`src/hdl/cache_consts.svh`:
```
`ifndef CACHE_CONSTS_SVH
`define CACHE_CONSTS_SVH

// address is tag, then index, then block offset
`define ADDR_W 8
`define TAG_W 3
`define INDEX_W 4
`define BO_W 1

// byte, two-byte line and request sideband
`define BLK_W 8
`define LINE_W 16
`define SIDE_W 8

// queue depths
`define FIFO_DEPTH 4
`define RIF_DEPTH 6

`endif
```
`src/hdl/bus_pkg.sv`:
```
`default_nettype none
`include "cache_consts.svh"

package bus_pkg;

	// tag and index of one line
	typedef logic [`TAG_W+`INDEX_W-1:0] line_addr_t;

	// block 0 sits in the low byte
	typedef struct packed {
		logic [(1<<`BO_W)-1:0][`BLK_W-1:0] blk;
	} fill_t;

	typedef struct packed {
		logic [`ADDR_W-1:0] addr;
		logic [2:0] prot;
	} axil_ar_t;

	typedef struct packed {
		logic [`LINE_W-1:0] data;
		logic [1:0] resp;
	} axil_r_t;

	localparam logic [1:0] AXI_RESP_OKAY = 2'b00;

endpackage

`default_nettype wire

```
`src/hdl/cache_pkg.sv`:
```
`default_nettype none
`include "cache_consts.svh"

package cache_pkg;

	// request as held in the request stage
	typedef struct packed {
		logic [`SIDE_W-1:0] side;
		logic [`ADDR_W-1:0] addr;
	} req_t;

	// response toward downstream
	typedef struct packed {
		logic [`BLK_W-1:0] data;
		logic [`SIDE_W-1:0] side;
	} hit_t;

	// replay entry, wait_fill set on the entry that issued the miss
	typedef struct packed {
		logic [`ADDR_W-1:0] addr;
		logic [`SIDE_W-1:0] side;
		logic wait_fill;
	} reissue_t;

endpackage

`default_nettype wire

```
`src/hdl/dual_cache_top.sv`:
```
`default_nettype none

module dual_cache_top (
	input  logic clk,
	input  logic rst,
	input  logic [1:0] us_valid,
	input  cache_pkg::req_t us_req [2],
	output logic [1:0] us_stall,
	output logic [1:0] ds_valid,
	output cache_pkg::hit_t ds_resp [2],
	input  logic [1:0] ds_stall
);
	import bus_pkg::*;

	logic [1:0] miss_valid;
	line_addr_t miss_addr [2];
	logic [1:0] miss_ready;
	logic [1:0] fill_valid;
	fill_t fill;
	logic [1:0] fill_ready;

	// line memory bus
	logic arvalid;
	logic arready;
	axil_ar_t ar;
	logic rvalid;
	logic rready;
	axil_r_t r;

	for (genvar i = 0; i < 2; i++) begin : g_cache
		cache i_cache (
			.clk, .rst,
			.us_valid(us_valid[i]),
			.us_req(us_req[i]),
			.us_stall(us_stall[i]),
			.ds_valid(ds_valid[i]),
			.ds_resp(ds_resp[i]),
			.ds_stall(ds_stall[i]),
			.miss_valid(miss_valid[i]),
			.miss_addr(miss_addr[i]),
			.miss_ready(miss_ready[i]),
			.fill_valid(fill_valid[i]),
			.fill(fill),
			.fill_ready(fill_ready[i])
		);
	end

	miss_arbiter i_arbiter (
		.clk, .rst,
		.miss_valid, .miss_addr, .miss_ready,
		.fill_valid, .fill, .fill_ready,
		.arvalid, .ar, .arready,
		.rvalid, .r, .rready
	);

	line_rom i_rom (
		.clk, .rst,
		.arvalid, .ar, .arready,
		.rvalid, .r, .rready
	);

endmodule

`default_nettype wire

```
`src/hdl/line_rom.sv`:
```
`default_nettype none
`include "cache_consts.svh"

module line_rom (
	input  logic clk,
	input  logic rst,
	input  logic arvalid,
	input  bus_pkg::axil_ar_t ar,
	output logic arready,
	output logic rvalid,
	output bus_pkg::axil_r_t r,
	input  logic rready
);
	import bus_pkg::*;

	localparam int NUM_BLK = `LINE_W / `BLK_W;
	localparam logic [`BLK_W-1:0] PATTERN = 8'h5a;

	line_addr_t line_q;

	// one read at a time
	assign arready = ~rvalid;

	always_ff @(posedge clk) begin
		if (rst)
			rvalid <= 1'b0;
		else if (arvalid && arready)
			rvalid <= 1'b1;
		else if (rready)
			rvalid <= 1'b0;
	end

	always_ff @(posedge clk) begin
		if (arvalid && arready)
			line_q <= ar.addr[`ADDR_W-1:`BO_W];
	end

	// each byte is its own address xor the pattern
	always_comb begin
		r.resp = AXI_RESP_OKAY;
		for (int b = 0; b < NUM_BLK; b++)
			r.data[b*`BLK_W +: `BLK_W] = {line_q, `BO_W'(b)} ^ PATTERN;
	end

endmodule

`default_nettype wire

```
`src/hdl/miss_arbiter.sv`:
```
`default_nettype none
`include "cache_consts.svh"

module miss_arbiter (
	input  logic clk,
	input  logic rst,
	input  logic [1:0] miss_valid,
	input  bus_pkg::line_addr_t miss_addr [2],
	output logic [1:0] miss_ready,
	output logic [1:0] fill_valid,
	output bus_pkg::fill_t fill,
	input  logic [1:0] fill_ready,
	output logic arvalid,
	output bus_pkg::axil_ar_t ar,
	input  logic arready,
	input  logic rvalid,
	input  bus_pkg::axil_r_t r,
	output logic rready
);
	import bus_pkg::*;

	typedef enum logic [1:0] {IDLE, ADDR, DATA, FILL} state_t;

	state_t state;
	// one-hot grant held after the fill as the last winner
	logic [1:0] gnt;
	logic [1:0] pick;
	line_addr_t line_q;

	// alternate when both caches ask
	assign pick = (miss_valid == 2'b11) ? {gnt[0], gnt[1]} : miss_valid;
	assign miss_ready = (state == IDLE) ? pick : 2'b00;

	// unprivileged secure data access
	assign ar = '{addr: {line_q, {`BO_W{1'b0}}}, prot: 3'b000};
	assign arvalid = (state == ADDR);
	assign rready = (state == DATA);
	assign fill_valid = (state == FILL) ? gnt : 2'b00;

	always_ff @(posedge clk) begin
		if (rst) begin
			state <= IDLE;
			gnt <= 2'b10;
		end else begin
			case (state)
				IDLE: if (|miss_valid) begin
					state <= ADDR;
					gnt <= pick;
				end
				ADDR: if (arready)
					state <= DATA;
				DATA: if (rvalid)
					state <= FILL;
				FILL: if (|(fill_ready & gnt))
					state <= IDLE;
				default: state <= IDLE;
			endcase
		end
	end

	always_ff @(posedge clk) begin
		if (state == IDLE)
			line_q <= miss_addr[pick[1]];
		if (state == DATA && rvalid)
			fill <= fill_t'(r.data);
	end

	assert property (@(posedge clk) disable iff (rst) $onehot(gnt))
		else $error("miss_arbiter: grant not one-hot");

endmodule

`default_nettype wire

```
`src/hdl/cache.sv`:
```
`default_nettype none
`include "cache_consts.svh"

module cache (
	input  logic clk,
	input  logic rst,
	input  logic us_valid,
	input  cache_pkg::req_t us_req,
	output logic us_stall,
	output logic ds_valid,
	output cache_pkg::hit_t ds_resp,
	input  logic ds_stall,
	output logic miss_valid,
	output bus_pkg::line_addr_t miss_addr,
	input  logic miss_ready,
	input  logic fill_valid,
	input  bus_pkg::fill_t fill,
	output logic fill_ready
);
	import cache_pkg::*;
	import bus_pkg::*;

	localparam int CNT_W = $clog2(`RIF_DEPTH + 1);

	// request stage
	logic stage_valid;
	req_t stage_req;
	logic stage_stall;
	logic stage_ready;
	logic stage_miss;
	logic us_take;
	req_t replay_req;
	line_addr_t stage_line;

	logic [`ADDR_W-1:0] raddr;
	logic [`BLK_W-1:0] rdata;
	logic hit;

	hit_t hdf_in;
	logic hdf_we;
	logic hdf_full;
	logic hdf_empty;
	logic mrf_we;
	logic mrf_empty;
	logic in_mrf;
	reissue_t rifb_in;
	reissue_t rifb_out;
	logic rifb_re;
	logic rifb_full;
	logic rifb_empty;
	reissue_t rif_out;
	logic rif_re;
	logic rif_full;
	logic rif_empty;

	// requests in stage, reissue buffer and reissue queue
	logic [CNT_W-1:0] in_flight;

	assign stage_line = stage_req.addr[`ADDR_W-1:`BO_W];
	assign stage_stall = stage_valid & (hit ? hdf_full : rifb_full);
	assign stage_ready = ~stage_stall;
	assign stage_miss = stage_valid & stage_ready & ~hit;

	// replays go first, a flagged one only together with its fill
	assign rif_re = ~rif_empty & stage_ready & (~rif_out.wait_fill | fill_valid);
	assign fill_ready = rif_re & rif_out.wait_fill;
	assign replay_req = '{side: rif_out.side, addr: rif_out.addr};

	// in_flight limit keeps every miss room in the reissue queue
	assign us_stall = rif_re | stage_stall | (in_flight == CNT_W'(`RIF_DEPTH));
	assign us_take = us_valid & ~us_stall;

	// a stalled stage reads its own address again
	assign raddr = stage_stall ? stage_req.addr : (rif_re ? rif_out.addr : us_req.addr);

	assign hdf_in = '{data: rdata, side: stage_req.side};
	assign hdf_we = stage_valid & stage_ready & hit;
	assign ds_valid = ~hdf_empty;

	// one outstanding miss request per line
	assign mrf_we = stage_miss & ~in_mrf;
	assign miss_valid = ~mrf_empty;

	assign rifb_in = '{addr: stage_req.addr, side: stage_req.side, wait_fill: ~in_mrf};
	assign rifb_re = ~rifb_empty & ~rif_full;

	always_ff @(posedge clk) begin
		if (rst) begin
			stage_valid <= 1'b0;
			in_flight <= '0;
		end else begin
			if (stage_ready)
				stage_valid <= rif_re | us_take;
			in_flight <= in_flight + CNT_W'(us_take) - CNT_W'(hdf_we);
		end
	end

	always_ff @(posedge clk) begin
		if (rif_re)
			stage_req <= replay_req;
		else if (us_take)
			stage_req <= us_req;
	end

	cache_storage i_storage (
		.clk, .rst,
		.raddr(raddr),
		.waddr(rif_out.addr),
		.wdata(fill),
		.we(fill_ready),
		.pipe_tag(stage_req.addr[`ADDR_W-1:`ADDR_W-`TAG_W]),
		.pipe_bo(stage_req.addr[`BO_W-1:0]),
		.rdata(rdata),
		.hit(hit)
	);

	fifo #(.T(hit_t), .DEPTH(`FIFO_DEPTH)) i_hdf (
		.clk, .rst,
		.data_in(hdf_in), .we(hdf_we), .re(~ds_stall & ~hdf_empty),
		.full(hdf_full), .empty(hdf_empty), .data_out(ds_resp),
		.num_left(), .match_key('0), .exists()
	);

	fifo #(.T(line_addr_t), .DEPTH(`RIF_DEPTH)) i_mrf (
		.clk, .rst,
		.data_in(stage_line), .we(mrf_we), .re(miss_valid & miss_ready),
		.full(), .empty(mrf_empty), .data_out(miss_addr),
		.num_left(), .match_key(stage_line), .exists(in_mrf)
	);

	fifo #(.T(reissue_t), .DEPTH(`FIFO_DEPTH)) i_rifb (
		.clk, .rst,
		.data_in(rifb_in), .we(stage_miss), .re(rifb_re),
		.full(rifb_full), .empty(rifb_empty), .data_out(rifb_out),
		.num_left(), .match_key('0), .exists()
	);

	fifo #(.T(reissue_t), .DEPTH(`RIF_DEPTH)) i_rif (
		.clk, .rst,
		.data_in(rifb_out), .we(rifb_re), .re(rif_re),
		.full(rif_full), .empty(rif_empty), .data_out(rif_out),
		.num_left(), .match_key('0), .exists()
	);

endmodule

`default_nettype wire

```
`src/hdl/cache_storage.sv`:
```
`default_nettype none
`include "cache_consts.svh"

module cache_storage (
	input  logic clk,
	input  logic rst,
	input  logic [`ADDR_W-1:0] raddr,
	input  logic [`ADDR_W-1:0] waddr,
	input  bus_pkg::fill_t wdata,
	input  logic we,
	input  logic [`TAG_W-1:0] pipe_tag,
	input  logic [`BO_W-1:0] pipe_bo,
	output logic [`BLK_W-1:0] rdata,
	output logic hit
);
	import bus_pkg::*;

	localparam int NUM_SETS = 1 << `INDEX_W;

	fill_t way0 [NUM_SETS];
	fill_t way1 [NUM_SETS];
	logic [`TAG_W-1:0] tag0 [NUM_SETS];
	logic [`TAG_W-1:0] tag1 [NUM_SETS];
	logic [NUM_SETS-1:0] valid0;
	logic [NUM_SETS-1:0] valid1;
	logic way_sel;

	logic [`INDEX_W-1:0] rd_index;
	logic [`INDEX_W-1:0] wr_index;
	logic [`TAG_W-1:0] wr_tag;

	// registered lookup
	fill_t line0_q;
	fill_t line1_q;
	fill_t wline_q;
	logic [`TAG_W-1:0] tag0_q;
	logic [`TAG_W-1:0] tag1_q;
	logic valid0_q;
	logic valid1_q;
	logic wr_q;
	logic hit0;
	logic hit1;
	fill_t line;

	assign rd_index = raddr[`INDEX_W+`BO_W-1:`BO_W];
	assign wr_index = waddr[`INDEX_W+`BO_W-1:`BO_W];
	assign wr_tag = waddr[`ADDR_W-1:`ADDR_W-`TAG_W];

	always_ff @(posedge clk) begin
		if (rst) begin
			way_sel <= 1'b0;
			valid0 <= '0;
			valid1 <= '0;
			valid0_q <= 1'b0;
			valid1_q <= 1'b0;
			wr_q <= 1'b0;
		end else begin
			wr_q <= we;
			valid0_q <= valid0[rd_index];
			valid1_q <= valid1[rd_index];
			if (we) begin
				way_sel <= ~way_sel;
				// a refill of a resident line keeps only the new copy
				if (way_sel) begin
					valid1[wr_index] <= 1'b1;
					if (tag0[wr_index] == wr_tag)
						valid0[wr_index] <= 1'b0;
				end else begin
					valid0[wr_index] <= 1'b1;
					if (tag1[wr_index] == wr_tag)
						valid1[wr_index] <= 1'b0;
				end
			end
		end
	end

	always_ff @(posedge clk) begin
		if (we && way_sel) begin
			way1[wr_index] <= wdata;
			tag1[wr_index] <= wr_tag;
		end
		if (we && !way_sel) begin
			way0[wr_index] <= wdata;
			tag0[wr_index] <= wr_tag;
		end
		line0_q <= way0[rd_index];
		line1_q <= way1[rd_index];
		tag0_q <= tag0[rd_index];
		tag1_q <= tag1[rd_index];
		wline_q <= wdata;
	end

	assign hit0 = valid0_q & (tag0_q == pipe_tag);
	assign hit1 = valid1_q & (tag1_q == pipe_tag);
	// line written in the lookup cycle is a hit
	assign hit = wr_q | hit0 | hit1;
	assign line = wr_q ? wline_q : (hit1 ? line1_q : line0_q);
	assign rdata = line.blk[pipe_bo];

	// one copy per line across fills
	assert property (@(posedge clk) disable iff (rst) !(hit0 && hit1))
		else $error("cache_storage: both ways hit");

endmodule

`default_nettype wire

```
`src/hdl/fifo.sv`:
```
`default_nettype none

module fifo #(
	parameter type T = logic [7:0],
	parameter int DEPTH = 4
) (
	input  logic clk,
	input  logic rst,
	input  T data_in,
	input  logic we,
	input  logic re,
	output logic full,
	output logic empty,
	output T data_out,
	output logic [$clog2(DEPTH+1)-1:0] num_left,
	input  T match_key,
	output logic exists
);

	localparam int PTR_W = (DEPTH > 1) ? $clog2(DEPTH) : 1;
	localparam int CNT_W = $clog2(DEPTH + 1);

	T mem [DEPTH];
	logic [DEPTH-1:0] vld;
	logic [PTR_W-1:0] wr_ptr;
	logic [PTR_W-1:0] rd_ptr;
	logic [CNT_W-1:0] count;
	logic do_we;
	logic do_re;

	function automatic logic [PTR_W-1:0] next_ptr(input logic [PTR_W-1:0] p);
		return (p == PTR_W'(DEPTH - 1)) ? '0 : p + 1'b1;
	endfunction

	assign full = (count == CNT_W'(DEPTH));
	assign empty = (count == '0);
	assign num_left = CNT_W'(DEPTH) - count;
	assign do_we = we & ~full;
	assign do_re = re & ~empty;
	// show-ahead
	assign data_out = mem[rd_ptr];

	// any live entry equal to the key
	always_comb begin
		exists = 1'b0;
		for (int i = 0; i < DEPTH; i++) begin
			if (vld[i] && (mem[i] == match_key))
				exists = 1'b1;
		end
	end

	always_ff @(posedge clk) begin
		if (rst) begin
			wr_ptr <= '0;
			rd_ptr <= '0;
			count <= '0;
			vld <= '0;
		end else begin
			if (do_re) begin
				rd_ptr <= next_ptr(rd_ptr);
				vld[rd_ptr] <= 1'b0;
			end
			if (do_we) begin
				wr_ptr <= next_ptr(wr_ptr);
				vld[wr_ptr] <= 1'b1;
			end
			count <= count + CNT_W'(do_we) - CNT_W'(do_re);
		end
	end

	always_ff @(posedge clk) begin
		if (do_we)
			mem[wr_ptr] <= data_in;
	end

	assert property (@(posedge clk) disable iff (rst) we |-> !full)
		else $error("fifo: write while full");
	assert property (@(posedge clk) disable iff (rst) re |-> !empty)
		else $error("fifo: read while empty");

endmodule

`default_nettype wire

```
`config.mk`:
```
export PLATFORM = sky130hd
export DESIGN_NAME = dual_cache_top
export DESIGN_NICKNAME = d
export VERILOG_FILES = /design/src/hdl/bus_pkg.sv /design/src/hdl/cache_pkg.sv /design/src/hdl/dual_cache_top.sv /design/src/hdl/line_rom.sv /design/src/hdl/miss_arbiter.sv /design/src/hdl/cache.sv /design/src/hdl/cache_storage.sv /design/src/hdl/fifo.sv
export VERILOG_INCLUDE_DIRS = /design/src /design/src/hdl
export SDC_FILE = /design/constraint.sdc
export NUM_CORES = 2
export LEC_CHECK = 0
export BUFFER_PORTS_ARGS = -buffer_cell sky130_fd_sc_hd__buf_2
export CAP_MARGIN = 20
export CORE_UTILIZATION = 50
export CTS_CLUSTER_DIAMETER = 120
export DETAILED_ROUTE_END_ITERATION = 10
export GPL_TIMING_DRIVEN = 0
export PLACE_DENSITY_LB_ADDON = 0.2
export REMOVE_ABC_BUFFERS = 1
export SYNTH_ARGS = -nofsm -noshare
export SYNTH_HDL_FRONTEND = slang
export SYNTH_SLANG_ARGS = --single-unit
```
`constraint.sdc`:
```
create_clock -name clk -period 9.9 [get_ports clk]
set_input_delay 0.99 -clock clk [delete_from_list [all_inputs] [get_ports clk]]
set_output_delay 0.99 -clock clk [all_outputs]
set_load 0.05 [all_outputs]
```
# ---- Word level (Yosys, flattened, before mapping)
# Memories as Yosys holds them, arrays and structs flattened. A register that Yosys moved wholly into a read port is not among the register bits.
# Cells that the tools add are included.
dict set report word_totals {
  regBits 285
  ram_bits 1640
  input_bits 38
  out_inout_bits 36
  word_cells 473
  memories 16
}
# name words word_bits rd rd_ports_with_merged_regs write_ports line_no
set mem_list {}
lappend mem_list {{g_cache[0].i_cache.i_storage.way0} 16 14 1 1 1 cache_storage.sv:20} ;# fill_t way0 [NUM_SETS];
lappend mem_list {{g_cache[0].i_cache.i_storage.way1} 16 14 1 1 1 cache_storage.sv:21} ;# fill_t way1 [NUM_SETS];
lappend mem_list {{g_cache[1].i_cache.i_storage.way0} 16 14 1 1 1 cache_storage.sv:20}
lappend mem_list {{g_cache[1].i_cache.i_storage.way1} 16 14 1 1 1 cache_storage.sv:21}
lappend mem_list {{g_cache[0].i_cache.i_rif.mem} 6 17 1 1 1 fifo.sv:23} ;# T mem [DEPTH];
lappend mem_list {{g_cache[1].i_cache.i_rif.mem} 6 17 1 1 1 fifo.sv:23}
lappend mem_list {{10 more memories} - - - - - -}
dict set report classes {
  n_addsub 36
  n_lt_le_gt_ge 17
  n_eq_ne 56
  muxes 133
  bitwise_logic 106
  n_reduce_logical 48
}
# operator count
set ops {}
lappend ops {{16-bit 2-to-1 mux} 16}
lappend ops {{7-bit equality test} 12}
lappend ops {{16-bit AND} 4}
lappend ops {{16-bit bitwise OR} 4}
lappend ops {{3-bit equality test (second input constant)} 18}
lappend ops {{1-bit 2-to-1 mux} 50}
lappend ops {{3-bit 2-to-1 mux} 16}
lappend ops {{2-bit 2-to-1 mux} 23}
lappend ops {{1-bit AND} 44}
lappend ops {{6-bit 2-to-1 mux} 6}
lappend ops {{8-bit 2-to-1 mux} 4}
lappend ops {{16-bit NOT} 2}
lappend ops {{1-bit NOT} 31}
lappend ops {{3-bit by 1-bit adder with 3-bit output} 10}
lappend ops {{3-bit by 1-bit subtractor with 3-bit output} 10}
lappend ops {{3-bit by 1-bit adder with 3-bit output (second input constant)} 8}
lappend ops {{3-bit equality test} 8}
lappend ops {{1-bit logical AND} 24}
lappend ops {{3-bit logical NOT} 8}
lappend ops {{2-bit equality test (second input constant)} 11}
lappend ops {{7-bit 2-to-1 mux} 3}
lappend ops {{4-bit by 5-bit less-than comparator with 1-bit output (second input constant)} 4}
lappend ops {{5-bit 2-to-1 mux} 4}
lappend ops {{2-bit by 1-bit adder with 2-bit output (second input constant)} 8}
lappend ops {{25 further kinds} 68}

# ---- Logic depth before layout (Yosys ltp)
dict set report depth {
  ltp_word 15
  ltp_mapped 18
}

# ---- Cells and area by module
# From an unflattened synthesis, not the netlist that was laid out.
dict set report hier_totals {
  hier_cells 5278
  area_unflattened_um2 95258.9
}
# mod n_inst cells_per_inst area_each_um2 seq_area_each_um2
set by_module_without_submodules {}
lappend by_module_without_submodules {{cache_storage at g_cache[0].i_cache.i_storage} 1 1253 27134.8 20059.2}
lappend by_module_without_submodules {{cache_storage at g_cache[1].i_cache.i_storage} 1 1252 27129.8 20059.2}
lappend by_module_without_submodules {{fifo at g_cache[0].i_cache.i_rif} 1 447 7289.5 4444.3}
lappend by_module_without_submodules {{fifo at g_cache[1].i_cache.i_rif} 1 447 7287.0 4444.3}
lappend by_module_without_submodules {{fifo at g_cache[0].i_cache.i_mrf ...} 2 242 3463.3 2042.0}
lappend by_module_without_submodules {{fifo at g_cache[1].i_cache.i_rifb} 1 271 3973.8 2302.2}
lappend by_module_without_submodules {{fifo at g_cache[0].i_cache.i_rifb} 1 271 3972.6 2302.2}
lappend by_module_without_submodules {{fifo at g_cache[0].i_cache.i_hdf} 1 263 3786.1 2182.1}
lappend by_module_without_submodules {{fifo at g_cache[1].i_cache.i_hdf} 1 263 3756.1 2182.1}
lappend by_module_without_submodules {cache 2 111 1252.5 560.5}
lappend by_module_without_submodules {miss_arbiter 1 73 1116.1 770.7}
lappend by_module_without_submodules {line_rom 1 32 381.6 230.2}

# ---- Least setup slack after synthesis
# No wires, ideal clock.
dict set report synth_path {
  path_kind {register -> register}
  start {reg g_cache[0].i_cache.stage_req (netlist bit g_cache[0].i_cache.rifb_in[15])}
  end {reg g_cache[0].i_cache.i_rif.count[2]}
  arrival_time_ns 3.549
  required_ns 9.772
  path_slack_ns 6.224
  stages_incl_launch_ff 19
  path_buffers 4
  period_less_slack_ns 3.676
  cell_sequence {edfxtp_1 buf_2 xnor2_1 nand4_1 clkbuf_1 a21oi_1 nand2b_1 buf_2 nand2b_1 inv_1 clkbuf_1 ha_1 inv_1 ha_1 inv_1 fa_1 xor2_1 xnor2_1 nor2_1}
}
dict set report synth_via {
  elab_chain_cells 11
}
# item line_no
set synth_rtl {}
lappend synth_rtl {{start: declaration} cache.sv:27} ;# req_t stage_req;
lappend synth_rtl {{start signal: assignment} cache.sv:100} ;# stage_req <= replay_req;
lappend synth_rtl {{start signal: assignment} cache.sv:102} ;# stage_req <= us_req;
lappend synth_rtl {{3-bit equality test} cache_storage.sv:93} ;# assign hit0 = valid0_q & (tag0_q == pipe_tag);
lappend synth_rtl {{1-bit AND} cache_storage.sv:93}
lappend synth_rtl {{1-bit bitwise OR} cache_storage.sv:96} ;# assign hit = wr_q | hit0 | hit1;
lappend synth_rtl {{1-bit bitwise OR (*)} cache_storage.sv:96}
lappend synth_rtl {{1-bit 2-to-1 mux (*)} cache.sv:60} ;# assign stage_stall = stage_valid & (hit ? hdf_full : rifb_full);
lappend synth_rtl {{1-bit AND (*)} cache.sv:60}
lappend synth_rtl {{1-bit NOT (*)} cache.sv:61} ;# assign stage_ready = ~stage_stall;
lappend synth_rtl {{1-bit AND (*) (2 in series)} cache.sv:65} ;# assign rif_re = ~rif_empty & stage_ready & (~rif_out.wait_fill | fill_valid);
lappend synth_rtl {{1-bit AND (*)} fifo.sv:39} ;# assign do_re = re & ~empty;
lappend synth_rtl {{3-bit by 1-bit subtractor with 3-bit output (*)} fifo.sv:67} ;# count <= count + CNT_W'(do_we) - CNT_W'(do_re);
lappend synth_rtl {{end signal: assignment} fifo.sv:67}
lappend synth_rtl {{end: declaration} fifo.sv:27} ;# logic [CNT_W-1:0] count;
# Every way passes the cells marked *; elsewhere a longest branch is shown, timed or not.
# A chain may end at the register's enable or synchronous reset.

# ---- Final worst setup path
dict set report layout_path {
  start {reg g_cache[0].i_cache.stage_req (netlist bit g_cache[0].i_cache.rifb_in[16])}
  end {mem g_cache[0].i_cache.i_storage.way1[10][10] (netlist name) (enable)}
}
dict set report layout_via {
  elab_chain_cells 13
}
# item line_no
set layout_rtl {}
lappend layout_rtl {{3-bit equality test} cache_storage.sv:93}
lappend layout_rtl {{1-bit AND} cache_storage.sv:93}
lappend layout_rtl {{1-bit bitwise OR} cache_storage.sv:96}
lappend layout_rtl {{1-bit bitwise OR (*)} cache_storage.sv:96}
lappend layout_rtl {{1-bit 2-to-1 mux (*)} cache.sv:60}
lappend layout_rtl {{1-bit AND (*)} cache.sv:60}
lappend layout_rtl {{1-bit NOT (*)} cache.sv:61}
lappend layout_rtl {{1-bit AND (*) (2 in series)} cache.sv:65}
lappend layout_rtl {{1-bit AND (*)} cache.sv:66} ;# assign fill_ready = rif_re & rif_out.wait_fill;
lappend layout_rtl {{1-bit logical AND (*)} cache_storage.sv:78} ;# if (we && way_sel) begin
lappend layout_rtl {{1-bit 2-to-1 mux (*)} cache_storage.sv:78}
lappend layout_rtl {{1-bit 2-to-1 mux (not written as such) (*)} cache_storage.sv:79} ;# way1[wr_index] <= wdata;
lappend layout_rtl {{end: declaration} cache_storage.sv:21}
# Marked as above.

==> flow_summary_export.csv <==
group,metric,value,unit
run_status,status,"completed",
critical_path,cp-start-kind,"flop",
critical_path,worstSetupPathType,"flop to flop",
critical_path,cp_top_family,"simple AND/OR/NAND/NOR gates",
drt,routed_via_density,5.84,
timing,period_share,63.4,%
timing,rsz0062_at_grt,"no",
synth,syn_area,0.0619,mm2
synth,syn_area_per_cell,14.8,um2
synth,yosysTopAreaCellShare,61.8,%
timing,worst_pin_slew,1140,ps
critical_path,arrival,6650,ps
cells_and_area,area_growth_syn_to_layout,14.3,%
drt,drt_wl_total,141000,um
global_routing,grt_use_total,22.5,%
clock_network,clk_pin_slew_worst_paths,60,ps
drt,drtAntennaViolNets,0,
critical_path,required,10270,ps
drt,drt-pass1-iter-count,5,
synth,synth-async-reset-ratio,0,%
synth,ys_types,65,
synth,synth_top_flop_cell,"edfxtp_1",
drt,vias,35400,
cells_and_area,drive_above_1_share,16.7,%
clock_network,htreeDepth,4,
timing,setup_viol,0,
timing,slew_viol_final,0,
clock_network,post_cts_buffers,0,
global_routing,grt-ovfl-total,0,
clock_network,cts_resized,0,
floorplan,rows,128,
clock_network,clock_path_buffers,3,
clock_network,clock_latency,760,ps
synth,synth-warning-count,0,
power,powerDensity,312,mW/mm2
timing,setup_slack,3630,ps
global_routing,grt_pass1_vias,34600,
global_routing,grt_pass1_wl,213000,um
clock_network,cts_buffers,150,
drt,drc_errors,0,
clock_network,tritoncts,"yes",
clock_network,ctsHoldBuffers,0,
critical_path,cp_num_buf_inv,1,
placement,dp.final_hpwl,90700,um
placement,place.gp.congestion,0.819,
global_routing,grt_max_degree,124,
cells_and_area,fin_nets,4402,
floorplan,die_w,354,um
global_routing,grt_antenna_before_repair,4,
critical_path,worst_setup_path_end_kind,"flop",
synth,synth-seq-cells,1501,
power,ir_drop,0.221,mV
clock_network,cts_root_buf,"clkbuf_16",
min_path,min_path_type,"flop to flop",
drt,wl_per_cell,23.3,um
critical_path,max_stage_delay,1060,ps
placement,pre_cts_slack,3640,ps
timing,max_freq,0.159,GHz
critical_path,crit_slowest_cell,"edfxtp_1",
timing,setup_tns,0,ps
power,p_leak,24.0,nW
floorplan,pin_count,74,
timing,period_minus_slack,6270,ps
clock_network,clock_sinks,1501,
critical_path,cp_max_fo,24,
floorplan,core_area,0.122,mm2
synth,synth_common_cells,"edfxtp_1, nand2_1, mux2i_1, dfxtp_1, nor2_1",
drt,drtIter0Drc,2908,
run,max-cap-violations,0,
timing,relSlewSlack,23.9,%
floorplan,die_y,354,um
timing,hold_viol,0,
floorplan,die-area,0.125,mm2
synth,synth.most_common_cell,"edfxtp_1",
synth,synth.yosys.seq_area_share,69.1,%
synth,yosys.area.top_type,"edfxtp_1",
floorplan,initial_utilization,50.6,%
critical_path,path_cells,"xnor2_1 > nand4_1 > nand4_1 > nand2b_1 > nand2b_1 > inv_1 > and2_1 > nand2_1 > nor2_1",
synth,synth.area.top_cells,"edfxtp_1, dfxtp_1, mux4_2",
timing,fin_skew,22.8,ps
synth,syn_inst,4180,
placement,place.port_buffers,73,
synth,synth_edf_count,1273,
==> cells in the final DEF, fill, tap and decap left out, types with 70 or more instances in the layout <==
master and count:
and3_1 106, xnor2_1 110, dfxtp_1 226, edfxtp_1 1273
o21ai_0 70, a31oi_1 83, nand2_1 546, a21oi_1 138
buf_2 75, nor2_1 202, mux2_2 82, mux4_2 126
clkbuf_16 154, mux2i_1 263
==> power breakdown <==
part | internal (W) | switching, W
combinational | 0.00286 | 0.00439
clock | 0.00324 | 0.00242
sequential | 0.00833 | 0.000829
total | 0.0144 | 0.00764
==> state kept, by name, summed over array words and instances (netlist names), 14 cells and up, named ones only <==
signal / count
g_cache.i_cache.i_storage.line0_q: 14
g_cache.i_cache.i_storage.tag1: 96
g_cache.i_cache.i_rifb.mem: 136
g_cache.i_cache.hdf_in: 16
g_cache.i_cache.i_hdf.mem: 128
g_cache.i_cache.i_storage.line1_q: 14
g_cache.i_cache.i_storage.way1: 224
g_cache.i_cache.i_mrf.mem: 112
g_cache.i_cache.i_storage.tag0: 96
g_cache.i_cache.i_rif.mem: 204
g_cache.i_cache.i_storage.way0: 224
g_cache.i_cache.rifb_in: 16
==> metrics by stage <==
stage	util [%]	cell area [um2]	hold slack (ps)	total power, W	std cells
2_1_floorplan	-	60700	400	0.0137	3931
3_3_place_gp	51.6	63100	429	0.0161	5629
3_5_place_dp	53.7	65600	407	0.0165	5768
4_1_cts	57.7	70500	450	0.0221	6046
5_1_grt	57.9	70700	456	0.0231	6062
6_report	57.9	70700	446	0.0221	6062
==> worst register-to-register path: stages (launching register included) <==
cell	delay (ps)
edfxtp_1	1060
xnor2_1	240
nand4_1	640
nand4_1	320
nand2b_1	420
nand2b_1	800
inv_1	620
and2_1	370
nand2_1	430
nor2_1	1010
==> path summary, 6_finish.rpt <==
path	start	endpoint	slack, ps	cells past startpoint
worst max-delay path	g_cache[0].i_cache.rifb_in[16]	g_cache[0].i_cache.i_storage.way1[10][10]	3630	9
worst max register to register	g_cache[0].i_cache.rifb_in[16]	g_cache[0].i_cache.i_storage.way1[10][10]	3630	9
worst min-delay path	i_arbiter.line_q[6]	i_rom.line_q[6]	450	0
worst min register to register	i_arbiter.line_q[6]	i_rom.line_q[6]	450	0
==> layout make-up <==
type	instances	area, um2
flip-flops and latches	1501	42800
inverters	62	233
clock inverters	69	659
clock buffers	209	4290
multi-input cells	2368	18000
well taps	1625	2030
repair buffers	227	2750
diodes	1	2.50
fillers	9268	51500
==> cells by family after synthesis <==
logic type	synth area share [%]
flip-flops	69.1
AND/OR/NAND/NOR	8.45
AO/OA/AOI/OAI	6.34
multiplexers	10.7
buffers and inverters	2.31
XOR/XNOR	1.83
adder cells (fa/ha/maj)	1.21
==> layer usage <==
metal	vias up	wire (um)	track usage, %
li1	16100	-	-
met1	18000	64400	33.0
met2	1029	65500	34.9
met3	208	7950	3.35
met4	0	3410	6.82
met5	-	0	0
(Power assumes the default switching activity.)
